[config.mk]
export PLATFORM = sky130hd
export DESIGN_NAME = softmax_top
export DESIGN_NICKNAME = d
export VERILOG_FILES = /design/src/softmax_pkg.sv /design/src/fxp_div_pipe.sv /design/src/softmax_alpha_store.sv /design/src/softmax_ctrl.sv /design/src/softmax_exp_sum.sv /design/src/softmax_step_counter.sv /design/src/softmax_top.sv
export SDC_FILE = /design/constraint.sdc
export NUM_CORES = 2
export LEC_CHECK = 0
export ABC_CLOCK_PERIOD_IN_PS = 6500
export BUFFER_PORTS_ARGS = -buffer_cell sky130_fd_sc_hd__buf_2
export CAP_MARGIN = 25
export CORE_MARGIN = 4
export CORE_UTILIZATION = 45
export CTS_BUF_LIST = sky130_fd_sc_hd__clkbuf_4
export DETAILED_ROUTE_END_ITERATION = 8
export PLACE_DENSITY_LB_ADDON = 0.12
export SLEW_MARGIN = 0
export SYNTH_ARGS = -nofsm -noshare
export SYNTH_HDL_FRONTEND = slang
export SYNTH_SLANG_ARGS = --single-unit
[constraint.sdc]
create_clock -name clk -period 6.5 [get_ports clk]
set_input_delay 0.325 -clock clk [delete_from_list [all_inputs] [get_ports clk]]
set_output_delay 0.325 -clock clk [all_outputs]
set_load 0.05 [all_outputs]
[src/softmax_pkg.sv]
package softmax_pkg;

  // vector length and node count
  localparam int MAX_NODES = 8;
  localparam int NODE_W    = 4;
  localparam int IDX_W     = 3;

  // coefficient and exponential widths
  localparam int COEF_W = 4;
  localparam int EXP_W  = 16;

  // sum of eight values up to 2**15
  localparam int SUM_W = 19;

  // alpha format is Q1.15
  localparam int OUT_W    = 16;
  localparam int OUT_FRAC = 15;

  // pipeline depths
  localparam int TREE_DEPTH  = 3;
  localparam int DIV_LATENCY = 16;

  // divider remainder must hold the divisor shifted by the top quotient bit
  localparam int DIV_REM_W = OUT_W + SUM_W;

  // step counter, large enough for the drain phase
  localparam int CNT_W = 5;

  typedef enum logic [2:0] {
    IDLE,
    LOAD,
    REDUCE,
    ISSUE,
    DRAIN,
    DONE
  } state_t;

endpackage

[src/fxp_div_pipe.sv]
`timescale 1ns/1ns

module fxp_div_pipe (
  input  logic                          clk,
  input  logic                          rst_n,
  input  logic                          i_valid,
  input  logic [softmax_pkg::IDX_W-1:0] i_tag,
  input  logic [softmax_pkg::EXP_W-1:0] i_dividend,
  input  logic [softmax_pkg::SUM_W-1:0] i_divisor,
  output logic                          o_valid,
  output logic [softmax_pkg::IDX_W-1:0] o_tag,
  output logic [softmax_pkg::OUT_W-1:0] o_quotient
);

  // operands entering each stage
  logic [softmax_pkg::DIV_REM_W-1:0] rem_d [softmax_pkg::DIV_LATENCY];
  logic [softmax_pkg::SUM_W-1:0]     dvs_d [softmax_pkg::DIV_LATENCY];
  logic [softmax_pkg::OUT_W-1:0]     quo_d [softmax_pkg::DIV_LATENCY];
  // divisor aligned to the quotient bit of that stage
  logic [softmax_pkg::DIV_REM_W-1:0] trial [softmax_pkg::DIV_LATENCY];

  // stage output registers
  logic [softmax_pkg::DIV_REM_W-1:0] rem_q [softmax_pkg::DIV_LATENCY];
  logic [softmax_pkg::SUM_W-1:0]     dvs_q [softmax_pkg::DIV_LATENCY];
  logic [softmax_pkg::OUT_W-1:0]     quo_q [softmax_pkg::DIV_LATENCY];
  logic [softmax_pkg::IDX_W-1:0]     tag_q [softmax_pkg::DIV_LATENCY];
  logic                              vld_q [softmax_pkg::DIV_LATENCY];

  always_comb begin
    // numerator = dividend * 2**OUT_FRAC
    rem_d[0] = {{(softmax_pkg::DIV_REM_W - softmax_pkg::EXP_W - softmax_pkg::OUT_FRAC){1'b0}},
                i_dividend, {softmax_pkg::OUT_FRAC{1'b0}}};
    dvs_d[0] = i_divisor;
    quo_d[0] = '0;
    for (int s = 1; s < softmax_pkg::DIV_LATENCY; s++) begin
      rem_d[s] = rem_q[s-1];
      dvs_d[s] = dvs_q[s-1];
      quo_d[s] = quo_q[s-1];
    end
    // stage s decides quotient bit OUT_W-1-s, msb first
    for (int s = 0; s < softmax_pkg::DIV_LATENCY; s++) begin
      trial[s] = {{(softmax_pkg::DIV_REM_W - softmax_pkg::SUM_W){1'b0}}, dvs_d[s]}
                 << (softmax_pkg::OUT_W - 1 - s);
    end
  end

  // restoring step, remainder kept when the trial does not fit
  always_ff @(posedge clk) begin
    for (int s = 0; s < softmax_pkg::DIV_LATENCY; s++) begin
      dvs_q[s] <= dvs_d[s];
      if (rem_d[s] >= trial[s]) begin
        rem_q[s] <= rem_d[s] - trial[s];
        quo_q[s] <= {quo_d[s][softmax_pkg::OUT_W-2:0], 1'b1};
      end else begin
        rem_q[s] <= rem_d[s];
        quo_q[s] <= {quo_d[s][softmax_pkg::OUT_W-2:0], 1'b0};
      end
    end
    tag_q[0] <= i_tag;
    for (int s = 1; s < softmax_pkg::DIV_LATENCY; s++) begin
      tag_q[s] <= tag_q[s-1];
    end
  end

  always_ff @(posedge clk) begin
    if (!rst_n) begin
      for (int s = 0; s < softmax_pkg::DIV_LATENCY; s++) begin
        vld_q[s] <= 1'b0;
      end
    end else begin
      vld_q[0] <= i_valid;
      for (int s = 1; s < softmax_pkg::DIV_LATENCY; s++) begin
        vld_q[s] <= vld_q[s-1];
      end
    end
  end

  assign o_valid    = vld_q[softmax_pkg::DIV_LATENCY-1];
  assign o_tag      = tag_q[softmax_pkg::DIV_LATENCY-1];
  assign o_quotient = quo_q[softmax_pkg::DIV_LATENCY-1];

  // sum must be settled before the first issue
  assert property (@(posedge clk) disable iff (!rst_n) i_valid |-> (i_divisor != '0))
    else $error("divider issued with zero divisor");

endmodule

[src/softmax_alpha_store.sv]
`timescale 1ns/1ns

module softmax_alpha_store (
  input  logic                          clk,
  input  logic                          rst_n,
  input  logic                          i_clear,
  input  logic                          i_valid,
  input  logic [softmax_pkg::IDX_W-1:0] i_tag,
  input  logic [softmax_pkg::OUT_W-1:0] i_quotient,
  output logic [softmax_pkg::OUT_W-1:0] o_alpha [softmax_pkg::MAX_NODES]
);

  // clear on accept so unused nodes read zero
  always_ff @(posedge clk) begin
    if (!rst_n || i_clear) begin
      for (int i = 0; i < softmax_pkg::MAX_NODES; i++) begin
        o_alpha[i] <= '0;
      end
    end else if (i_valid) begin
      o_alpha[i_tag] <= i_quotient;
    end
  end

  // divider must be empty when a new request is loaded
  assert property (@(posedge clk) disable iff (!rst_n) i_clear |-> !i_valid)
    else $error("divider result arrived during clear");

endmodule

[src/softmax_ctrl.sv]
`timescale 1ns/1ns

module softmax_ctrl (
  input  logic                           clk,
  input  logic                           rst_n,
  input  logic                           i_valid,
  input  logic [softmax_pkg::NODE_W-1:0] i_num_nodes,
  input  logic [softmax_pkg::CNT_W-1:0]  i_step_count,
  input  logic                           i_step_last,
  output logic                           o_step_clear,
  output logic                           o_step_enable,
  output logic [softmax_pkg::CNT_W-1:0]  o_step_limit,
  output logic                           o_load,
  output logic                           o_issue_valid,
  output logic [softmax_pkg::IDX_W-1:0]  o_issue_idx,
  output logic                           o_idle,
  output logic                           o_done
);

  softmax_pkg::state_t            state;
  softmax_pkg::state_t            state_next;
  logic [softmax_pkg::NODE_W-1:0] num_q;
  logic                           idle_q;
  logic                           accept;

  assign accept = i_valid && idle_q && (state == softmax_pkg::IDLE);

  always_comb begin
    state_next = state;
    case (state)
      softmax_pkg::IDLE: begin
        if (accept) begin
          state_next = softmax_pkg::LOAD;
        end
      end
      softmax_pkg::LOAD: begin
        state_next = softmax_pkg::REDUCE;
      end
      softmax_pkg::REDUCE: begin
        if (i_step_last) begin
          state_next = softmax_pkg::ISSUE;
        end
      end
      softmax_pkg::ISSUE: begin
        if (i_step_last) begin
          state_next = softmax_pkg::DRAIN;
        end
      end
      softmax_pkg::DRAIN: begin
        if (i_step_last) begin
          state_next = softmax_pkg::DONE;
        end
      end
      default: begin
        state_next = softmax_pkg::IDLE;
      end
    endcase
  end

  always_ff @(posedge clk) begin
    if (!rst_n) begin
      state         <= softmax_pkg::IDLE;
      num_q         <= '0;
      idle_q        <= 1'b1;
      o_done        <= 1'b0;
      o_issue_valid <= 1'b0;
    end else begin
      state         <= state_next;
      idle_q        <= (state == softmax_pkg::IDLE);
      o_done        <= (state == softmax_pkg::DONE);
      o_issue_valid <= (state == softmax_pkg::ISSUE);
      if (accept) begin
        num_q <= i_num_nodes;
      end
    end
  end

  // during ISSUE the count is the node index
  always_ff @(posedge clk) begin
    o_issue_idx <= i_step_count[softmax_pkg::IDX_W-1:0];
  end

  // per-phase terminal count
  always_comb begin
    case (state)
      softmax_pkg::REDUCE: o_step_limit = softmax_pkg::CNT_W'(softmax_pkg::TREE_DEPTH - 1);
      softmax_pkg::ISSUE:  o_step_limit = softmax_pkg::CNT_W'(num_q - 1'b1);
      softmax_pkg::DRAIN:  o_step_limit = softmax_pkg::CNT_W'(softmax_pkg::DIV_LATENCY);
      default:             o_step_limit = '0;
    endcase
  end

  assign o_step_enable = (state == softmax_pkg::REDUCE) || (state == softmax_pkg::ISSUE) ||
                         (state == softmax_pkg::DRAIN);
  // restart from zero on every phase change
  assign o_step_clear  = !o_step_enable || i_step_last;
  assign o_load        = (state == softmax_pkg::LOAD);
  assign o_idle        = idle_q;

  assert property (@(posedge clk) disable iff (!rst_n) o_done |=> !o_done)
    else $error("done held for more than one cycle");

  // a zero count would wrap the issue limit
  assert property (@(posedge clk) disable iff (!rst_n)
    (state == softmax_pkg::LOAD) |-> (num_q != '0))
    else $error("request accepted with zero nodes");

endmodule

[src/softmax_exp_sum.sv]
`timescale 1ns/1ns

module softmax_exp_sum (
  input  logic                           clk,
  input  logic                           rst_n,
  input  logic                           i_load,
  input  logic [softmax_pkg::NODE_W-1:0] i_num_nodes,
  input  logic [softmax_pkg::COEF_W-1:0] i_coef [softmax_pkg::MAX_NODES],
  input  logic [softmax_pkg::IDX_W-1:0]  i_sel,
  output logic [softmax_pkg::EXP_W-1:0]  o_exp_sel,
  output logic [softmax_pkg::SUM_W-1:0]  o_sum
);

  logic [softmax_pkg::EXP_W-1:0] exp_q  [softmax_pkg::MAX_NODES];
  logic [softmax_pkg::EXP_W:0]   lvl1_q [softmax_pkg::MAX_NODES/2];
  logic [softmax_pkg::EXP_W+1:0] lvl2_q [softmax_pkg::MAX_NODES/4];
  logic [softmax_pkg::SUM_W-1:0] sum_q;

  // 2**c, unused nodes contribute nothing to the sum
  always_ff @(posedge clk) begin
    if (!rst_n) begin
      for (int i = 0; i < softmax_pkg::MAX_NODES; i++) begin
        exp_q[i] <= '0;
      end
    end else if (i_load) begin
      for (int i = 0; i < softmax_pkg::MAX_NODES; i++) begin
        if (i < i_num_nodes) begin
          exp_q[i] <= softmax_pkg::EXP_W'(1) << i_coef[i];
        end else begin
          exp_q[i] <= '0;
        end
      end
    end
  end

  // tree runs freely, the sum settles TREE_DEPTH cycles after load
  always_ff @(posedge clk) begin
    for (int i = 0; i < softmax_pkg::MAX_NODES / 2; i++) begin
      lvl1_q[i] <= {1'b0, exp_q[2*i]} + {1'b0, exp_q[2*i+1]};
    end
    for (int i = 0; i < softmax_pkg::MAX_NODES / 4; i++) begin
      lvl2_q[i] <= {1'b0, lvl1_q[2*i]} + {1'b0, lvl1_q[2*i+1]};
    end
    sum_q <= {1'b0, lvl2_q[0]} + {1'b0, lvl2_q[1]};
  end

  // dividend for the node being issued
  assign o_exp_sel = exp_q[i_sel];
  assign o_sum     = sum_q;

endmodule

[src/softmax_step_counter.sv]
`timescale 1ns/1ns

module softmax_step_counter (
  input  logic                          clk,
  input  logic                          rst_n,
  input  logic                          i_clear,
  input  logic                          i_enable,
  input  logic [softmax_pkg::CNT_W-1:0] i_limit,
  output logic [softmax_pkg::CNT_W-1:0] o_count,
  output logic                          o_last
);

  // clear wins over enable, count parks at the limit
  always_ff @(posedge clk) begin
    if (!rst_n) begin
      o_count <= '0;
    end else if (i_clear) begin
      o_count <= '0;
    end else if (i_enable && (o_count != i_limit)) begin
      o_count <= o_count + 1'b1;
    end
  end

  assign o_last = (o_count == i_limit);

  // controller must clear whenever it switches to a new limit
  assert property (@(posedge clk) disable iff (!rst_n) o_count <= i_limit)
    else $error("step counter above limit: count %0d limit %0d", o_count, i_limit);

endmodule

[src/softmax_top.sv]
`timescale 1ns/1ns

module softmax_top (
  input  logic                           clk,
  input  logic                           rst_n,
  input  logic                           i_valid,
  input  logic [softmax_pkg::NODE_W-1:0] i_num_nodes,
  input  logic [softmax_pkg::COEF_W-1:0] i_coef [softmax_pkg::MAX_NODES],
  output logic                           o_idle,
  output logic                           o_done,
  output logic [softmax_pkg::OUT_W-1:0]  o_alpha [softmax_pkg::MAX_NODES]
);

  logic                          step_clear;
  logic                          step_enable;
  logic [softmax_pkg::CNT_W-1:0] step_limit;
  logic [softmax_pkg::CNT_W-1:0] step_count;
  logic                          step_last;
  logic                          load;
  logic                          issue_valid;
  logic [softmax_pkg::IDX_W-1:0] issue_idx;
  logic [softmax_pkg::EXP_W-1:0] exp_sel;
  logic [softmax_pkg::SUM_W-1:0] sum;
  logic                          div_valid;
  logic [softmax_pkg::IDX_W-1:0] div_tag;
  logic [softmax_pkg::OUT_W-1:0] div_quotient;

  softmax_ctrl softmax_ctrl_inst (
    .clk           (clk),
    .rst_n         (rst_n),
    .i_valid       (i_valid),
    .i_num_nodes   (i_num_nodes),
    .i_step_count  (step_count),
    .i_step_last   (step_last),
    .o_step_clear  (step_clear),
    .o_step_enable (step_enable),
    .o_step_limit  (step_limit),
    .o_load        (load),
    .o_issue_valid (issue_valid),
    .o_issue_idx   (issue_idx),
    .o_idle        (o_idle),
    .o_done        (o_done)
  );

  softmax_step_counter softmax_step_counter_inst (
    .clk      (clk),
    .rst_n    (rst_n),
    .i_clear  (step_clear),
    .i_enable (step_enable),
    .i_limit  (step_limit),
    .o_count  (step_count),
    .o_last   (step_last)
  );

  softmax_exp_sum softmax_exp_sum_inst (
    .clk         (clk),
    .rst_n       (rst_n),
    .i_load      (load),
    .i_num_nodes (i_num_nodes),
    .i_coef      (i_coef),
    .i_sel       (issue_idx),
    .o_exp_sel   (exp_sel),
    .o_sum       (sum)
  );

  fxp_div_pipe fxp_div_pipe_inst (
    .clk        (clk),
    .rst_n      (rst_n),
    .i_valid    (issue_valid),
    .i_tag      (issue_idx),
    .i_dividend (exp_sel),
    .i_divisor  (sum),
    .o_valid    (div_valid),
    .o_tag      (div_tag),
    .o_quotient (div_quotient)
  );

  softmax_alpha_store softmax_alpha_store_inst (
    .clk        (clk),
    .rst_n      (rst_n),
    .i_clear    (load),
    .i_valid    (div_valid),
    .i_tag      (div_tag),
    .i_quotient (div_quotient),
    .o_alpha    (o_alpha)
  );

  // every quotient lands before the controller reaches DONE
  assert property (@(posedge clk) disable iff (!rst_n)
    div_valid |-> (softmax_ctrl_inst.state inside {softmax_pkg::ISSUE, softmax_pkg::DRAIN}))
    else $error("divider result outside issue or drain phase");

endmodule

==> impl_metrics.ini <==
[clock_tree]
htreeDepth = 5
cts_root_buf = clkbuf_4
postCtsSetupRepairBufs = 0
cts_tree = done
cts.clk_slew.worst_paths_ns = 0.08
cts_made_buffers = 351
cts_num_sinks = 1287
clkLatencyLatePin_ns = 1.26
clockBufferDepth = 4

[setup_path]
critPathTopFamily = compound AO/OA/AOI/OAI gates
worst-path-max-fanout = 21
r2r_slack_ns = 1.67
r2r_cells = 12
cp_slowest_cell = dfxtp_1
end_kind = flip-flop
cp_cell_sequence = buf_4 -> mux4_2 -> mux2_2 -> ha_1 -> nand2_1 -> o21ai_0 -> nand3_1 -> a21boi_0 -> o21ai_0 -> a31oi_2 -> buf_4 -> mux2i_1
cp_num_cells = 12
path_class = flip-flop to flip-flop
critPathMaxStageDelay_ns = 1.03
startpoint_type = flip-flop
required_ns = 7.59
cp.arrival_ns = 5.92
critPathBufInv = 2

[hold_path]
hold_path_depth = 4
hp-class = input pin to flip-flop

[route]
drt_wl_total_um = 146000
vias = 43800
wl_per_cell_um = 17.5
drc = 0
ant_nets = 0
drt-vias-per-instance = 5.25
firstDrtPassIters = 6
drt_iter0_markers = 3010

[power_and_ir_drop]
p_leak_nw = 28.0
ir_drop_v = 0.000238
powerDensity_nw_per_um2 = 615

[layout]
fillers = 11700
drive_above_1_share_pct = 13.4
finish.net_count = 6925
area_growth_pct = 13.8

[die]
rows = 130
dieWidth_um = 364
io_pins = 169
dieArea_um2 = 132000
core_area_um2 = 126000
fp.dieH_um = 364
initial_core_util_pct = 45.3

[yosys]
ys_seq_area_share_pct = 47.5
synth_area_per_cell_um2 = 9.63
synthSimpleGateAreaFrac_pct = 15.0
synth_fa_ha_area_share_pct = 9.95
ys.flop_type = dfxtp_1
synth_top_area_share_pct = 40.7
synth_top_family_by_area = simple AND/OR/NAND/NOR gates
netlist_area_um2 = 57000
synth_seq_cells = 1287
synthesis.nets = 6397
ys_async_sr_fraction_pct = 0
synth_area_leaders = dfxtp_1, ha_1, edfxtp_1
synthTopCellsByCount = dfxtp_1, nand2_1, a21oi_1, nor2_1, inv_1
netlist_instances = 5918
synthMuxAreaShare_pct = 3.25
post-synth-top-area-cell = dfxtp_1
ys_types = 102
yosysMostFrequentCell = dfxtp_1
synth-compound-area-share_pct = 14.3
synth_xor_area_share_pct = 6.21
synth_edf_count = 128
yosys_warnings = 0

[placed_design]
routabilityCongestion = 0.902
dpl_worst_slack_ns = 1.85
port_buffers = 168
hpwl_um = 110000

[sta]
finalHoldViolations = 0
relSlewSlack_pct = 22.3
tightestPinTransition_ns = 1.17
period_share_pct = 74.4
setup_viol = 0
setup_tns_ns = 0
rsz0062_at_grt = false
maxSlewViolCount = 0
finalWorstSetupSlack_ns = 1.67
post-route-min-period_ns = 4.83
fmax_mhz = 207
skew_ns = 0.112

[run_status]
status = complete, no violations

[global_route]
track_usage_pct = 21.7
grt-ovfl-total = 0
grt_pass1_vias = 42700
grt_pass1_wl_um = 229000
grt_max_degree = 167
antenna_found_initial = 6

[flow_run]
maxCapViolCount = 0
## logic make-up after synthesis
logic type | after synthesis
DFF | 1287
xor gates and xnor gates | 404
buffers and inverters | 574
and+or+nand+nor | 1790
muxes | 133
adders and majority gates | 440
AOI/OAI and AO/OA | 1290
## worst reg2reg max path, delay by kind of cell (launching register included)
kind | cells | cell delay [ns]
AO/OA/AOI/OAI | 4 | 1.41
flip-flops | 1 | 1.03
buffers and inverters | 2 | 0.77
adder cells (fa/ha/maj) | 1 | 0.41
AND/OR/NAND/NOR | 2 | 0.23
multiplexers | 3 | 0.84
## layout make-up
type                            instances  area [um2]  area share (%)
Clock inverter                         85         359           0.554
Inverter                              445        1670            2.58
Timing Repair Buffer                  304        2170            3.35
Clock buffer                          496        3720            5.74
Multi-Input combinational cell       4057       27800            42.8
Sequential cell                      1287       27000            41.7
Antenna cell                           10        25.0          0.0386
Tap cell                             1650        2060            3.18
## repair_timing
item,in CTS,in global routing
gates resized for setup,0,0
setup endpoints to repair,0,0
endpoints found under the hold margin,175,0
hold buffers,113,0
## routing by layer
metal | track usage, % | wire, um
met2 | 36.2 | 68100
met1 | 28.0 | 65500
met4 | 8.53 | 4520
met5 | 0 | 0
met3 | 3.95 | 7800
## state kept, by name, summed over array words and instances, names as in the netlist
register and cells:
fxp_div_pipe_inst.rem_q 405, fxp_div_pipe_inst.dvs_q 285, fxp_div_pipe_inst.quo_q 136, softmax_alpha_store_inst.o_alpha 128
softmax_exp_sum_inst.exp_q 128, softmax_exp_sum_inst.lvl1_q 68, fxp_div_pipe_inst.tag_q 48, softmax_exp_sum_inst.lvl2_q 36
softmax_exp_sum_inst.o_sum 19, fxp_div_pipe_inst.vld_q 16, softmax_step_counter_inst.o_count 5, softmax_ctrl_inst.num_q 4
fxp_div_pipe_inst.i_tag 3, softmax_ctrl_inst.state 3, softmax_ctrl_inst.o_done 1, softmax_ctrl_inst.o_idle 1
softmax_ctrl_inst.o_issue_valid 1
## power breakdown
part	total [mW]	internal, mW	switching [mW]
Clock	6.70	3.52	3.18
Sequential	13.4	11.2	2.11
Combinational	19.8	8.82	11.0
Total	39.9	23.6	16.3
## through the flow
step	instances	instance area (um2)	power, mW	util, %	hold slack (ns)
after floorplan	5918	57000	28.2	-	0.310
after CTS	8322	64800	40.2	51.5	0.000147
after global routing	8333	64800	43.4	51.6	0.0325
final	8334	64800	39.9	51.6	0.156
after detailed placement	7628	59600	33.2	47.4	0.312
after global placement	7626	59500	33.0	47.4	0.310
## placed cells by master, fill, tap and decap left out, types with 80 or more instances in the layout
cell and n:
nand2_1 587, xnor2_1 229, dlygate4sd3_1 113, clkbuf_4 496
xor2_1 175, a21o_1 94, nor2_1 450, o21ai_0 269
edfxtp_1 128, dfxtp_1 1158, ha_1 418, nand3_1 91
inv_1 441, buf_2 168, a21oi_1 454, nor3_1 150
mux2_2 80
## path summary, 6_finish.rpt
path | from | endpoint
worst max register to register | fxp_div_pipe_inst.i_tag[1] | fxp_div_pipe_inst.rem_q[0][15]
worst min register to register | fxp_div_pipe_inst.quo_q[1][5] | fxp_div_pipe_inst.quo_q[1][22]
worst min-delay path | i_coef[8] | softmax_exp_sum_inst.exp_q[5][2]
worst max-delay path | fxp_div_pipe_inst.i_tag[1] | fxp_div_pipe_inst.rem_q[0][15]
No activity file was read; power rests on OpenSTA's default activity.
